### src/design/sfp_mgmt_pkg.sv
package sfp_mgmt_pkg;

   // --------------------
   // Bus widths
   // --------------------
   localparam int WB_ADR_W  = 8;
   localparam int WB_DATA_W = 32;

   typedef logic [WB_DATA_W-1:0] wb_data_t;

   // Register index is taken from address bits 5..2
   localparam int REG_IDX_W = 4;

   typedef logic [REG_IDX_W-1:0] reg_idx_t;

   // --------------------
   // Core control word
   // --------------------
   localparam int CTRL_W = 11;

   typedef logic [CTRL_W-1:0] ctrl_word_t;

   localparam int CTRL_CHK_EN_BIT  = 0;   // BIST checker enable
   localparam int CTRL_GEN_EN_BIT  = 1;   // BIST generator enable
   localparam int CTRL_LOOP_EN_BIT = 2;   // Loopback enable
   localparam int CTRL_RATE_LSB    = 3;
   localparam int CTRL_RATE_W      = 6;   // Generator rate field
   localparam int CTRL_PHY_RST_BIT = 9;
   localparam int CTRL_MAC_CLR_BIT = 10;

   // --------------------
   // Status and counters
   // --------------------
   localparam int LOCK_CNT_W = 20;
   localparam int BIST_CNT_W = 48;

   // Clock and PLL lock flags, tied to their healthy values
   localparam logic [4:0] STATUS_FIXED_BITS = 5'b11010;

   // Readback slots, any other index reads zero
   typedef enum logic [REG_IDX_W-1:0] {
      RB_CORE_STATUS  = 4'd0,
      RB_OVERRUNS     = 4'd1,
      RB_CHECKSUM_ERR = 4'd2,
      RB_BIST_SAMPS   = 4'd3,
      RB_BIST_ERRORS  = 4'd4
   } rb_slot_e;

endpackage

### src/design/wb_reg_port.sv
`timescale 1ns/10ps

module wb_reg_port (
   input  logic                                 bus_clk,
   input  logic                                 arst_n_i,

   // Wishbone slave
   input  logic [sfp_mgmt_pkg::WB_ADR_W-1:0]    wb_adr_i,
   input  logic                                 wb_cyc_i,
   input  logic                                 wb_stb_i,
   input  logic                                 wb_we_i,
   input  sfp_mgmt_pkg::wb_data_t               wb_dat_i,
   output logic                                 wb_ack_o,
   output sfp_mgmt_pkg::wb_data_t               wb_dat_o,

   // Register side
   output logic                                 wr_stb_o,
   output sfp_mgmt_pkg::reg_idx_t               wr_idx_o,
   output sfp_mgmt_pkg::wb_data_t               wr_data_o,
   output sfp_mgmt_pkg::reg_idx_t               rd_idx_o,
   input  sfp_mgmt_pkg::wb_data_t               rd_data_i
);

   logic                   bus_req;
   sfp_mgmt_pkg::reg_idx_t req_idx;

   // New request only while no ack is pending
   assign bus_req = wb_cyc_i & wb_stb_i & ~wb_ack_o;

   // Word address, byte lanes dropped
   assign req_idx = wb_adr_i[sfp_mgmt_pkg::REG_IDX_W+1:2];

   // --------------------
   // Register side
   // --------------------
   assign wr_stb_o  = bus_req & wb_we_i;   // Target latches on the ack edge
   assign wr_idx_o  = req_idx;
   assign wr_data_o = wb_dat_i;
   assign rd_idx_o  = req_idx;

   // --------------------
   // Ack and read data
   // --------------------
   always_ff @(posedge bus_clk or negedge arst_n_i) begin
      if (!arst_n_i) begin
         wb_ack_o <= 1'b0;
      end else begin
         wb_ack_o <= bus_req;
      end
   end

   always_ff @(posedge bus_clk or negedge arst_n_i) begin
      if (!arst_n_i) begin
         wb_dat_o <= '0;
      end else if (bus_req && !wb_we_i) begin
         // Captured together with the ack
         wb_dat_o <= rd_data_i;
      end
   end

   // Master holds its strobe through the ack cycle
   strobe_held_a : assert property (
      @(posedge bus_clk) disable iff (!arst_n_i)
      bus_req |=> wb_cyc_i && wb_stb_i
   );

endmodule

### src/design/core_control_reg.sv
`timescale 1ns/10ps

module core_control_reg #(
   parameter sfp_mgmt_pkg::reg_idx_t CTRL_IDX = 4'd0
) (
   input  logic                                    bus_clk,
   input  logic                                    arst_n_i,

   input  logic                                    wr_stb_i,
   input  sfp_mgmt_pkg::reg_idx_t                  wr_idx_i,
   input  sfp_mgmt_pkg::wb_data_t                  wr_data_i,

   output logic                                    bist_checker_en_o,
   output logic                                    bist_gen_en_o,
   output logic                                    bist_loopback_en_o,
   output logic [sfp_mgmt_pkg::CTRL_RATE_W-1:0]    bist_gen_rate_o,
   output logic                                    phy_areset_o,
   output logic                                    mac_clear_o
);

   sfp_mgmt_pkg::ctrl_word_t ctrl_q;
   logic                     ctrl_wr;

   assign ctrl_wr = wr_stb_i && (wr_idx_i == CTRL_IDX);

   always_ff @(posedge bus_clk or negedge arst_n_i) begin
      if (!arst_n_i) begin
         ctrl_q <= '0;
      end else if (ctrl_wr) begin
         ctrl_q <= wr_data_i[sfp_mgmt_pkg::CTRL_W-1:0];   // Upper bits dropped
      end
   end

   // --------------------
   // Field split
   // --------------------
   assign bist_checker_en_o  = ctrl_q[sfp_mgmt_pkg::CTRL_CHK_EN_BIT];
   assign bist_gen_en_o      = ctrl_q[sfp_mgmt_pkg::CTRL_GEN_EN_BIT];
   assign bist_loopback_en_o = ctrl_q[sfp_mgmt_pkg::CTRL_LOOP_EN_BIT];
   assign bist_gen_rate_o    = ctrl_q[sfp_mgmt_pkg::CTRL_RATE_LSB +: sfp_mgmt_pkg::CTRL_RATE_W];
   assign phy_areset_o       = ctrl_q[sfp_mgmt_pkg::CTRL_PHY_RST_BIT];

   // MAC clear is level, software writes it back to 0
   assign mac_clear_o        = ctrl_q[sfp_mgmt_pkg::CTRL_MAC_CLR_BIT];

   // One write strobe per bus cycle
   ctrl_write_pulse_a : assert property (
      @(posedge bus_clk) disable iff (!arst_n_i)
      wr_stb_i |=> !wr_stb_i
   );

endmodule

### src/design/link_status_sync.sv
`timescale 1ns/10ps

module link_status_sync (
   input  logic bus_clk,
   input  logic arst_n_i,

   // Link clock domain levels
   input  logic channel_up_i,
   input  logic hard_err_i,
   input  logic soft_err_i,
   input  logic mac_crit_err_i,

   input  logic mac_clear_i,

   output logic channel_up_o,
   output logic hard_err_o,
   output logic soft_err_o,
   output logic crit_err_latched_o
);

   localparam int N_SYNC = 4;

   logic [N_SYNC-1:0] async_in;
   logic [N_SYNC-1:0] meta_q;   // First stage, may go metastable
   logic [N_SYNC-1:0] sync_q;
   logic              crit_err_sync;

   assign async_in = {mac_crit_err_i, soft_err_i, hard_err_i, channel_up_i};

   // --------------------
   // Two-flop synchronizers
   // --------------------
   always_ff @(posedge bus_clk or negedge arst_n_i) begin
      if (!arst_n_i) begin
         meta_q <= '0;
         sync_q <= '0;
      end else begin
         meta_q <= async_in;
         sync_q <= meta_q;
      end
   end

   assign channel_up_o  = sync_q[0];
   assign hard_err_o    = sync_q[1];
   assign soft_err_o    = sync_q[2];
   assign crit_err_sync = sync_q[3];

   // Sticky critical error, software clears it through mac_clear
   always_ff @(posedge bus_clk or negedge arst_n_i) begin
      if (!arst_n_i) begin
         crit_err_latched_o <= 1'b0;
      end else if (mac_clear_i) begin
         crit_err_latched_o <= 1'b0;
      end else if (crit_err_sync) begin
         crit_err_latched_o <= 1'b1;
      end
   end

   // Each link level lasts at least two bus clocks
   link_level_width_a : assert property (
      @(posedge bus_clk) disable iff (!arst_n_i)
      !$stable(async_in) |=> $stable(async_in)
   );

endmodule

### src/design/status_readback.sv
`timescale 1ns/10ps

module status_readback (
   input  logic                                   bus_clk,
   input  logic                                   arst_n_i,

   // Readback port
   input  sfp_mgmt_pkg::reg_idx_t                 rd_idx_i,
   output sfp_mgmt_pkg::wb_data_t                 rd_data_o,

   // BIST state
   input  logic                                   bist_checker_en_i,
   input  logic                                   bist_checker_locked_i,

   // Synchronized link status
   input  logic                                   channel_up_i,
   input  logic                                   hard_err_i,
   input  logic                                   soft_err_i,
   input  logic                                   crit_err_latched_i,

   // MAC counters
   input  logic [31:0]                            overruns_i,
   input  logic [31:0]                            checksum_errors_i,
   input  logic [sfp_mgmt_pkg::BIST_CNT_W-1:0]    bist_checker_samps_i,
   input  logic [sfp_mgmt_pkg::BIST_CNT_W-1:0]    bist_checker_errors_i
);

   logic [sfp_mgmt_pkg::LOCK_CNT_W-1:0] lock_cnt_q;
   sfp_mgmt_pkg::wb_data_t              core_status;

   // --------------------
   // Lock latency counter
   // --------------------
   always_ff @(posedge bus_clk or negedge arst_n_i) begin
      if (!arst_n_i) begin
         lock_cnt_q <= '0;
      end else if (!bist_checker_en_i && !bist_checker_locked_i) begin
         lock_cnt_q <= '0;                 // Idle, ready for next attempt
      end else if (bist_checker_en_i && !bist_checker_locked_i) begin
         lock_cnt_q <= lock_cnt_q + 1'b1;  // Hunting for lock
      end
   end

   // --------------------
   // Core status word
   // --------------------
   assign core_status = {
      6'h00,                                    // [31:26]
      crit_err_latched_i,                       // [25]
      sfp_mgmt_pkg::STATUS_FIXED_BITS,          // [24:20] PLL flags
      lock_cnt_q[sfp_mgmt_pkg::LOCK_CNT_W-1:4], // [19:4]
      bist_checker_locked_i,                    // [3]
      soft_err_i,                               // [2]
      hard_err_i,                               // [1]
      channel_up_i                              // [0]
   };

   // Readback mux
   always_comb begin
      case (sfp_mgmt_pkg::rb_slot_e'(rd_idx_i))
         sfp_mgmt_pkg::RB_CORE_STATUS:  rd_data_o = core_status;
         sfp_mgmt_pkg::RB_OVERRUNS:     rd_data_o = overruns_i;
         sfp_mgmt_pkg::RB_CHECKSUM_ERR: rd_data_o = checksum_errors_i;
         sfp_mgmt_pkg::RB_BIST_SAMPS: begin
            // Sample count in units of 2^16
            rd_data_o = bist_checker_samps_i[sfp_mgmt_pkg::BIST_CNT_W-1 -: 32];
         end
         sfp_mgmt_pkg::RB_BIST_ERRORS:  rd_data_o = bist_checker_errors_i[31:0];  // Unscaled
         default:                       rd_data_o = '0;
      endcase
   end

   // The checker can only lock while it is enabled
   lock_needs_enable_a : assert property (
      @(posedge bus_clk) disable iff (!arst_n_i)
      $rose(bist_checker_locked_i) |-> bist_checker_en_i
   );

endmodule

### src/design/aurora_mgmt_top.sv
`timescale 1ns/10ps

module aurora_mgmt_top #(
   parameter sfp_mgmt_pkg::reg_idx_t CTRL_IDX = 4'd0
) (
   input  logic                                   bus_clk,
   input  logic                                   arst_n_i,

   // Wishbone slave
   input  logic [sfp_mgmt_pkg::WB_ADR_W-1:0]      wb_adr_i,
   input  logic                                   wb_cyc_i,
   input  logic                                   wb_stb_i,
   input  logic                                   wb_we_i,
   input  sfp_mgmt_pkg::wb_data_t                 wb_dat_i,
   output logic                                   wb_ack_o,
   output sfp_mgmt_pkg::wb_data_t                 wb_dat_o,

   // Core control
   output logic                                   bist_checker_en_o,
   output logic                                   bist_gen_en_o,
   output logic                                   bist_loopback_en_o,
   output logic [sfp_mgmt_pkg::CTRL_RATE_W-1:0]   bist_gen_rate_o,
   output logic                                   phy_areset_o,
   output logic                                   mac_clear_o,

   // Link status, link clock domain
   input  logic                                   channel_up_i,
   input  logic                                   hard_err_i,
   input  logic                                   soft_err_i,
   input  logic                                   mac_crit_err_i,

   // MAC counters and BIST lock
   input  logic                                   bist_checker_locked_i,
   input  logic [31:0]                            overruns_i,
   input  logic [31:0]                            checksum_errors_i,
   input  logic [sfp_mgmt_pkg::BIST_CNT_W-1:0]    bist_checker_samps_i,
   input  logic [sfp_mgmt_pkg::BIST_CNT_W-1:0]    bist_checker_errors_i,

   output logic [15:0]                            phy_status_o
);

   logic                   wr_stb;
   sfp_mgmt_pkg::reg_idx_t wr_idx, rd_idx;
   sfp_mgmt_pkg::wb_data_t wr_data, rd_data;
   logic                   channel_up_bclk, hard_err_bclk, soft_err_bclk, crit_err_latched;

   // Raw PHY levels, no synchronization
   assign phy_status_o = {14'd0, hard_err_i, channel_up_i};

   wb_reg_port wb_reg_port_i (
      .bus_clk, .arst_n_i,
      .wb_adr_i, .wb_cyc_i, .wb_stb_i, .wb_we_i, .wb_dat_i, .wb_ack_o, .wb_dat_o,
      .wr_stb_o (wr_stb), .wr_idx_o (wr_idx), .wr_data_o (wr_data),
      .rd_idx_o (rd_idx), .rd_data_i (rd_data)
   );

   core_control_reg #(.CTRL_IDX(CTRL_IDX)) core_control_reg_i (
      .bus_clk, .arst_n_i,
      .wr_stb_i (wr_stb), .wr_idx_i (wr_idx), .wr_data_i (wr_data),
      .bist_checker_en_o, .bist_gen_en_o, .bist_loopback_en_o, .bist_gen_rate_o,
      .phy_areset_o, .mac_clear_o
   );

   link_status_sync link_status_sync_i (
      .bus_clk, .arst_n_i,
      .channel_up_i, .hard_err_i, .soft_err_i, .mac_crit_err_i,
      .mac_clear_i (mac_clear_o),
      .channel_up_o (channel_up_bclk), .hard_err_o (hard_err_bclk),
      .soft_err_o (soft_err_bclk), .crit_err_latched_o (crit_err_latched)
   );

   status_readback status_readback_i (
      .bus_clk, .arst_n_i,
      .rd_idx_i (rd_idx), .rd_data_o (rd_data),
      .bist_checker_en_i (bist_checker_en_o), .bist_checker_locked_i,
      .channel_up_i (channel_up_bclk), .hard_err_i (hard_err_bclk),
      .soft_err_i (soft_err_bclk), .crit_err_latched_i (crit_err_latched),
      .overruns_i, .checksum_errors_i, .bist_checker_samps_i, .bist_checker_errors_i
   );

endmodule

### config.mk
export PLATFORM = sky130hd
export DESIGN_NAME = aurora_mgmt_top
export DESIGN_NICKNAME = d
export VERILOG_FILES = /design/src/design/sfp_mgmt_pkg.sv /design/src/design/wb_reg_port.sv /design/src/design/core_control_reg.sv /design/src/design/link_status_sync.sv /design/src/design/status_readback.sv /design/src/design/aurora_mgmt_top.sv
export SDC_FILE = /design/constraint.sdc
export NUM_CORES = 1
export LEC_CHECK = 0
export ABC_AREA = 1
export BUFFER_PORTS_ARGS = -buffer_cell sky130_fd_sc_hd__buf_2
export CORE_MARGIN = 2
export CORE_UTILIZATION = 45
export DETAILED_ROUTE_END_ITERATION = 7
export GPL_TIMING_DRIVEN = 0
export PLACE_DENSITY = 0.82
export REMOVE_ABC_BUFFERS = 1
export SYNTH_ARGS = -nofsm -noshare
export SYNTH_HDL_FRONTEND = slang
export SYNTH_HIERARCHICAL = 1
export SYNTH_SLANG_ARGS = --single-unit
### constraint.sdc
create_clock -name bus_clk -period 2.2 [get_ports bus_clk]
set_input_delay 0.44 -clock bus_clk [delete_from_list [all_inputs] [get_ports bus_clk]]
set_output_delay 0.44 -clock bus_clk [all_outputs]
set_load 0.02 [all_outputs]
==> flow_summary.json <==
{
  "cp_max_fo": 34,
  "numCtsBuffers": 9,
  "min_period_over_period": 0.8186,
  "clock-sinks": 73,
  "maxCapViolCount": 0,
  "route.vias.total": 4736,
  "area_growth_pct": 22.65,
  "finalWorstSetupSlack_ns": 0.3992,
  "drive_gt1_frac": 0.2935,
  "r2r_slack_ns": 0.42,
  "avgSynthCellArea_sq_um": 6.963,
  "syn_inst": 657,
  "drt.antenna.violating_nets": 0,
  "clock_skew_ns": 0.01506,
  "die_h_um": 104.8,
  "postLayoutCellArea_sq_um": 5610,
  "timing.rr.end": "core_control_reg_i/ctrl_q[7]$_DFFE_PN0P_",
  "cts_tree": "yes",
  "wl_per_cell_um": 13.94,
  "status": "complete, no violations",
  "rsz0062_at_grt": "false",
  "htreeDepth": 3,
  "drtIter0Drc": 317,
  "coreArea_sq_um": 9819,
  "crit_end": "core_control_reg_i/ctrl_q[7]$_DFFE_PN0P_",
  "tightest_slew_ns": 0.8123,
  "cts-root-buf": "clkbuf_8",
  "reg2reg_from": "wb_reg_port_i/wb_ack_o$_DFF_PN0_",
  "r2r_cells": 4,
  "p_leak_nw": 3.104,
  "overflow": 0,
  "pin_count": 270,
  "hpwl_mm": 8.874,
  "path_clk_slew_ns": 0.08,
  "n_antenna_cell": 0,
  "clk_latency_ns": 0.35,
  "fmax_mhz": 555.3,
  "grt_util_all_layers": 0.2482,
  "critPathLaunchType": "primary input",
  "finalHoldViolations": 0,
  "grt_pass1_vias": 4586,
  "worstPathArrival_ns": 2.03,
  "setup_viol_count_final": 0,
  "vias_per_cell": 4.964,
  "crit_path_max_incr_delay_ns": 0.73,
  "hp-class": "primary input to flop",
  "placed_area_sq_um": 5325,
  "path_cells": "buf_2 > inv_2 > nor3_2 > nand3_2 > nand2_1 > nand2_1",
  "rows": 36,
  "crit_top_cell": "nand2_1",
  "place.gp.congestion": 0.8567,
  "holdPathStages": 1,
  "critPathCaptureType": "flop",
  "worstSetupPathType": "primary input to flop",
  "routed_wl_mm": 13.30,
  "ys_warn_count": 6,
  "netlist_area_sq_um": 4574,
  "grt_pass1_wl_mm": 21.85,
  "min_period_ns": 1.801,
  "final_nets": 1028,
  "die_w_um": 104.8,
  "drv_slew": 0,
  "antenna_found_initial": 0,
  "power.density_nw_per_um2": 617.0,
  "grt_max_degree": 73,
  "cts_max_path_buffers": 2,
  "crit_slowest_cell": "nor3_2",
  "die_area_sq_um": 10990,
  "drcViolationCount": 0,
  "final_common_cell": "nand2_1",
  "peakVddDrop_mv": 0.3270,
  "crit_path_start": "wb_we_i",
  "slew_headroom": 0.4572,
  "place_ws_ns": -0.6644,
  "drt_first_pass_iters": 4,
  "initial_core_util": 0.4659,
  "cp_data_required_time_ns": 2.43,
  "final_cell_mix": "260 x nand2_1, 197 x buf_2, 81 x nand3_1, 73 x dfrtp_1, 48 x nor2_1",
  "io_buffers": 198
}
[where the power goes]
group / internal [W] / leakage, nW / switching, W
combinational: 0.000245 / 2.01 / 0.000444
sequential: 0.00145 / 0.976 / 0.0000576
clock: 0.000778 / 0.122 / 0.000490
[what timing repair did]
action / CTS / global route
pin swaps: 1 / 1
buffers inserted: 0 / 2
hold endpoints to repair: 1 / 0
resized for setup: 2 / 0
cloned: 1 / 0
hold buffers: 1 / 0
endpoints found under the setup margin: 24 / 2
[sequential cells by signal (all words and copies together) (netlist names)]
| signal | count |
|---|---|
| wb_reg_port_i/wb_ack_o | 1 |
| link_status_sync_i/crit_err_latched_o | 1 |
| core_control_reg_i/ctrl_q | 11 |
| wb_reg_port_i/wb_dat_o | 32 |
| link_status_sync_i/meta_q | 4 |
| status_readback_i/lock_cnt_q | 20 |
| link_status_sync_i/sync_q | 4 |
[cell type report]
type / instances / area, sq um
repair buffers: 202 / 1046
clock inverters: 5 / 103.9
flip-flops and latches: 73 / 1827
fillers: 997 / 4209
well taps: 133 / 166.4
clock buffers: 10 / 137.6
inverters: 38 / 147.6
multi-input cells: 493 / 2182
[worst max-delay path: cells and delay by family]
family,cells,cell delay [ns]
buf+inv,2,0.31
simple gates,4,1.26
[stage by stage]
step / std cells / total power, W / hold WS, ns / util / setup TNS, ns
2_1_floorplan: 603 / 0.001859 / 0.1444 / - / 0
3_3_place_gp: 934 / 0.002196 / 0.3316 / 0.5392 / -14.71
3_5_place_dp: 935 / 0.002210 / 0.2406 / 0.5423 / -13.97
4_1_cts: 952 / 0.003499 / 0.1865 / 0.5693 / 0
5_1_grt: 954 / 0.003649 / 0.1846 / 0.5714 / 0
6_report: 954 / 0.003462 / 0.2069 / 0.5714 / 0
[worst min-delay path by stage]
stage	endpoint	from
after global routing	link_status_sync_i/meta_q[2]$_DFF_PN0_	soft_err_i
after detailed placement	wb_reg_port_i/wb_dat_o[29]$_DFFE_PN0P_	arst_n_i
final	link_status_sync_i/meta_q[3]$_DFF_PN0_	mac_crit_err_i
after CTS	link_status_sync_i/meta_q[3]$_DFF_PN0_	mac_crit_err_i
after global placement	link_status_sync_i/sync_q[3]$_DFF_PN0_	link_status_sync_i/meta_q[3]$_DFF_PN0_
after floorplan	core_control_reg_i/ctrl_q[0]$_DFFE_PN0P_	arst_n_i
[routing by layer]
layer	wire, um	part of all wire	global-route usage	vias up
met5	0	0	0	-
met4	123	0.0093	0.07905	0
met3	1265	0.095	0.06363	9
met2	6290	0.47	0.4230	186
met1	5615	0.42	0.3077	2166
li1	-	-	-	2375
No activity file was read; power rests on OpenSTA's default activity.
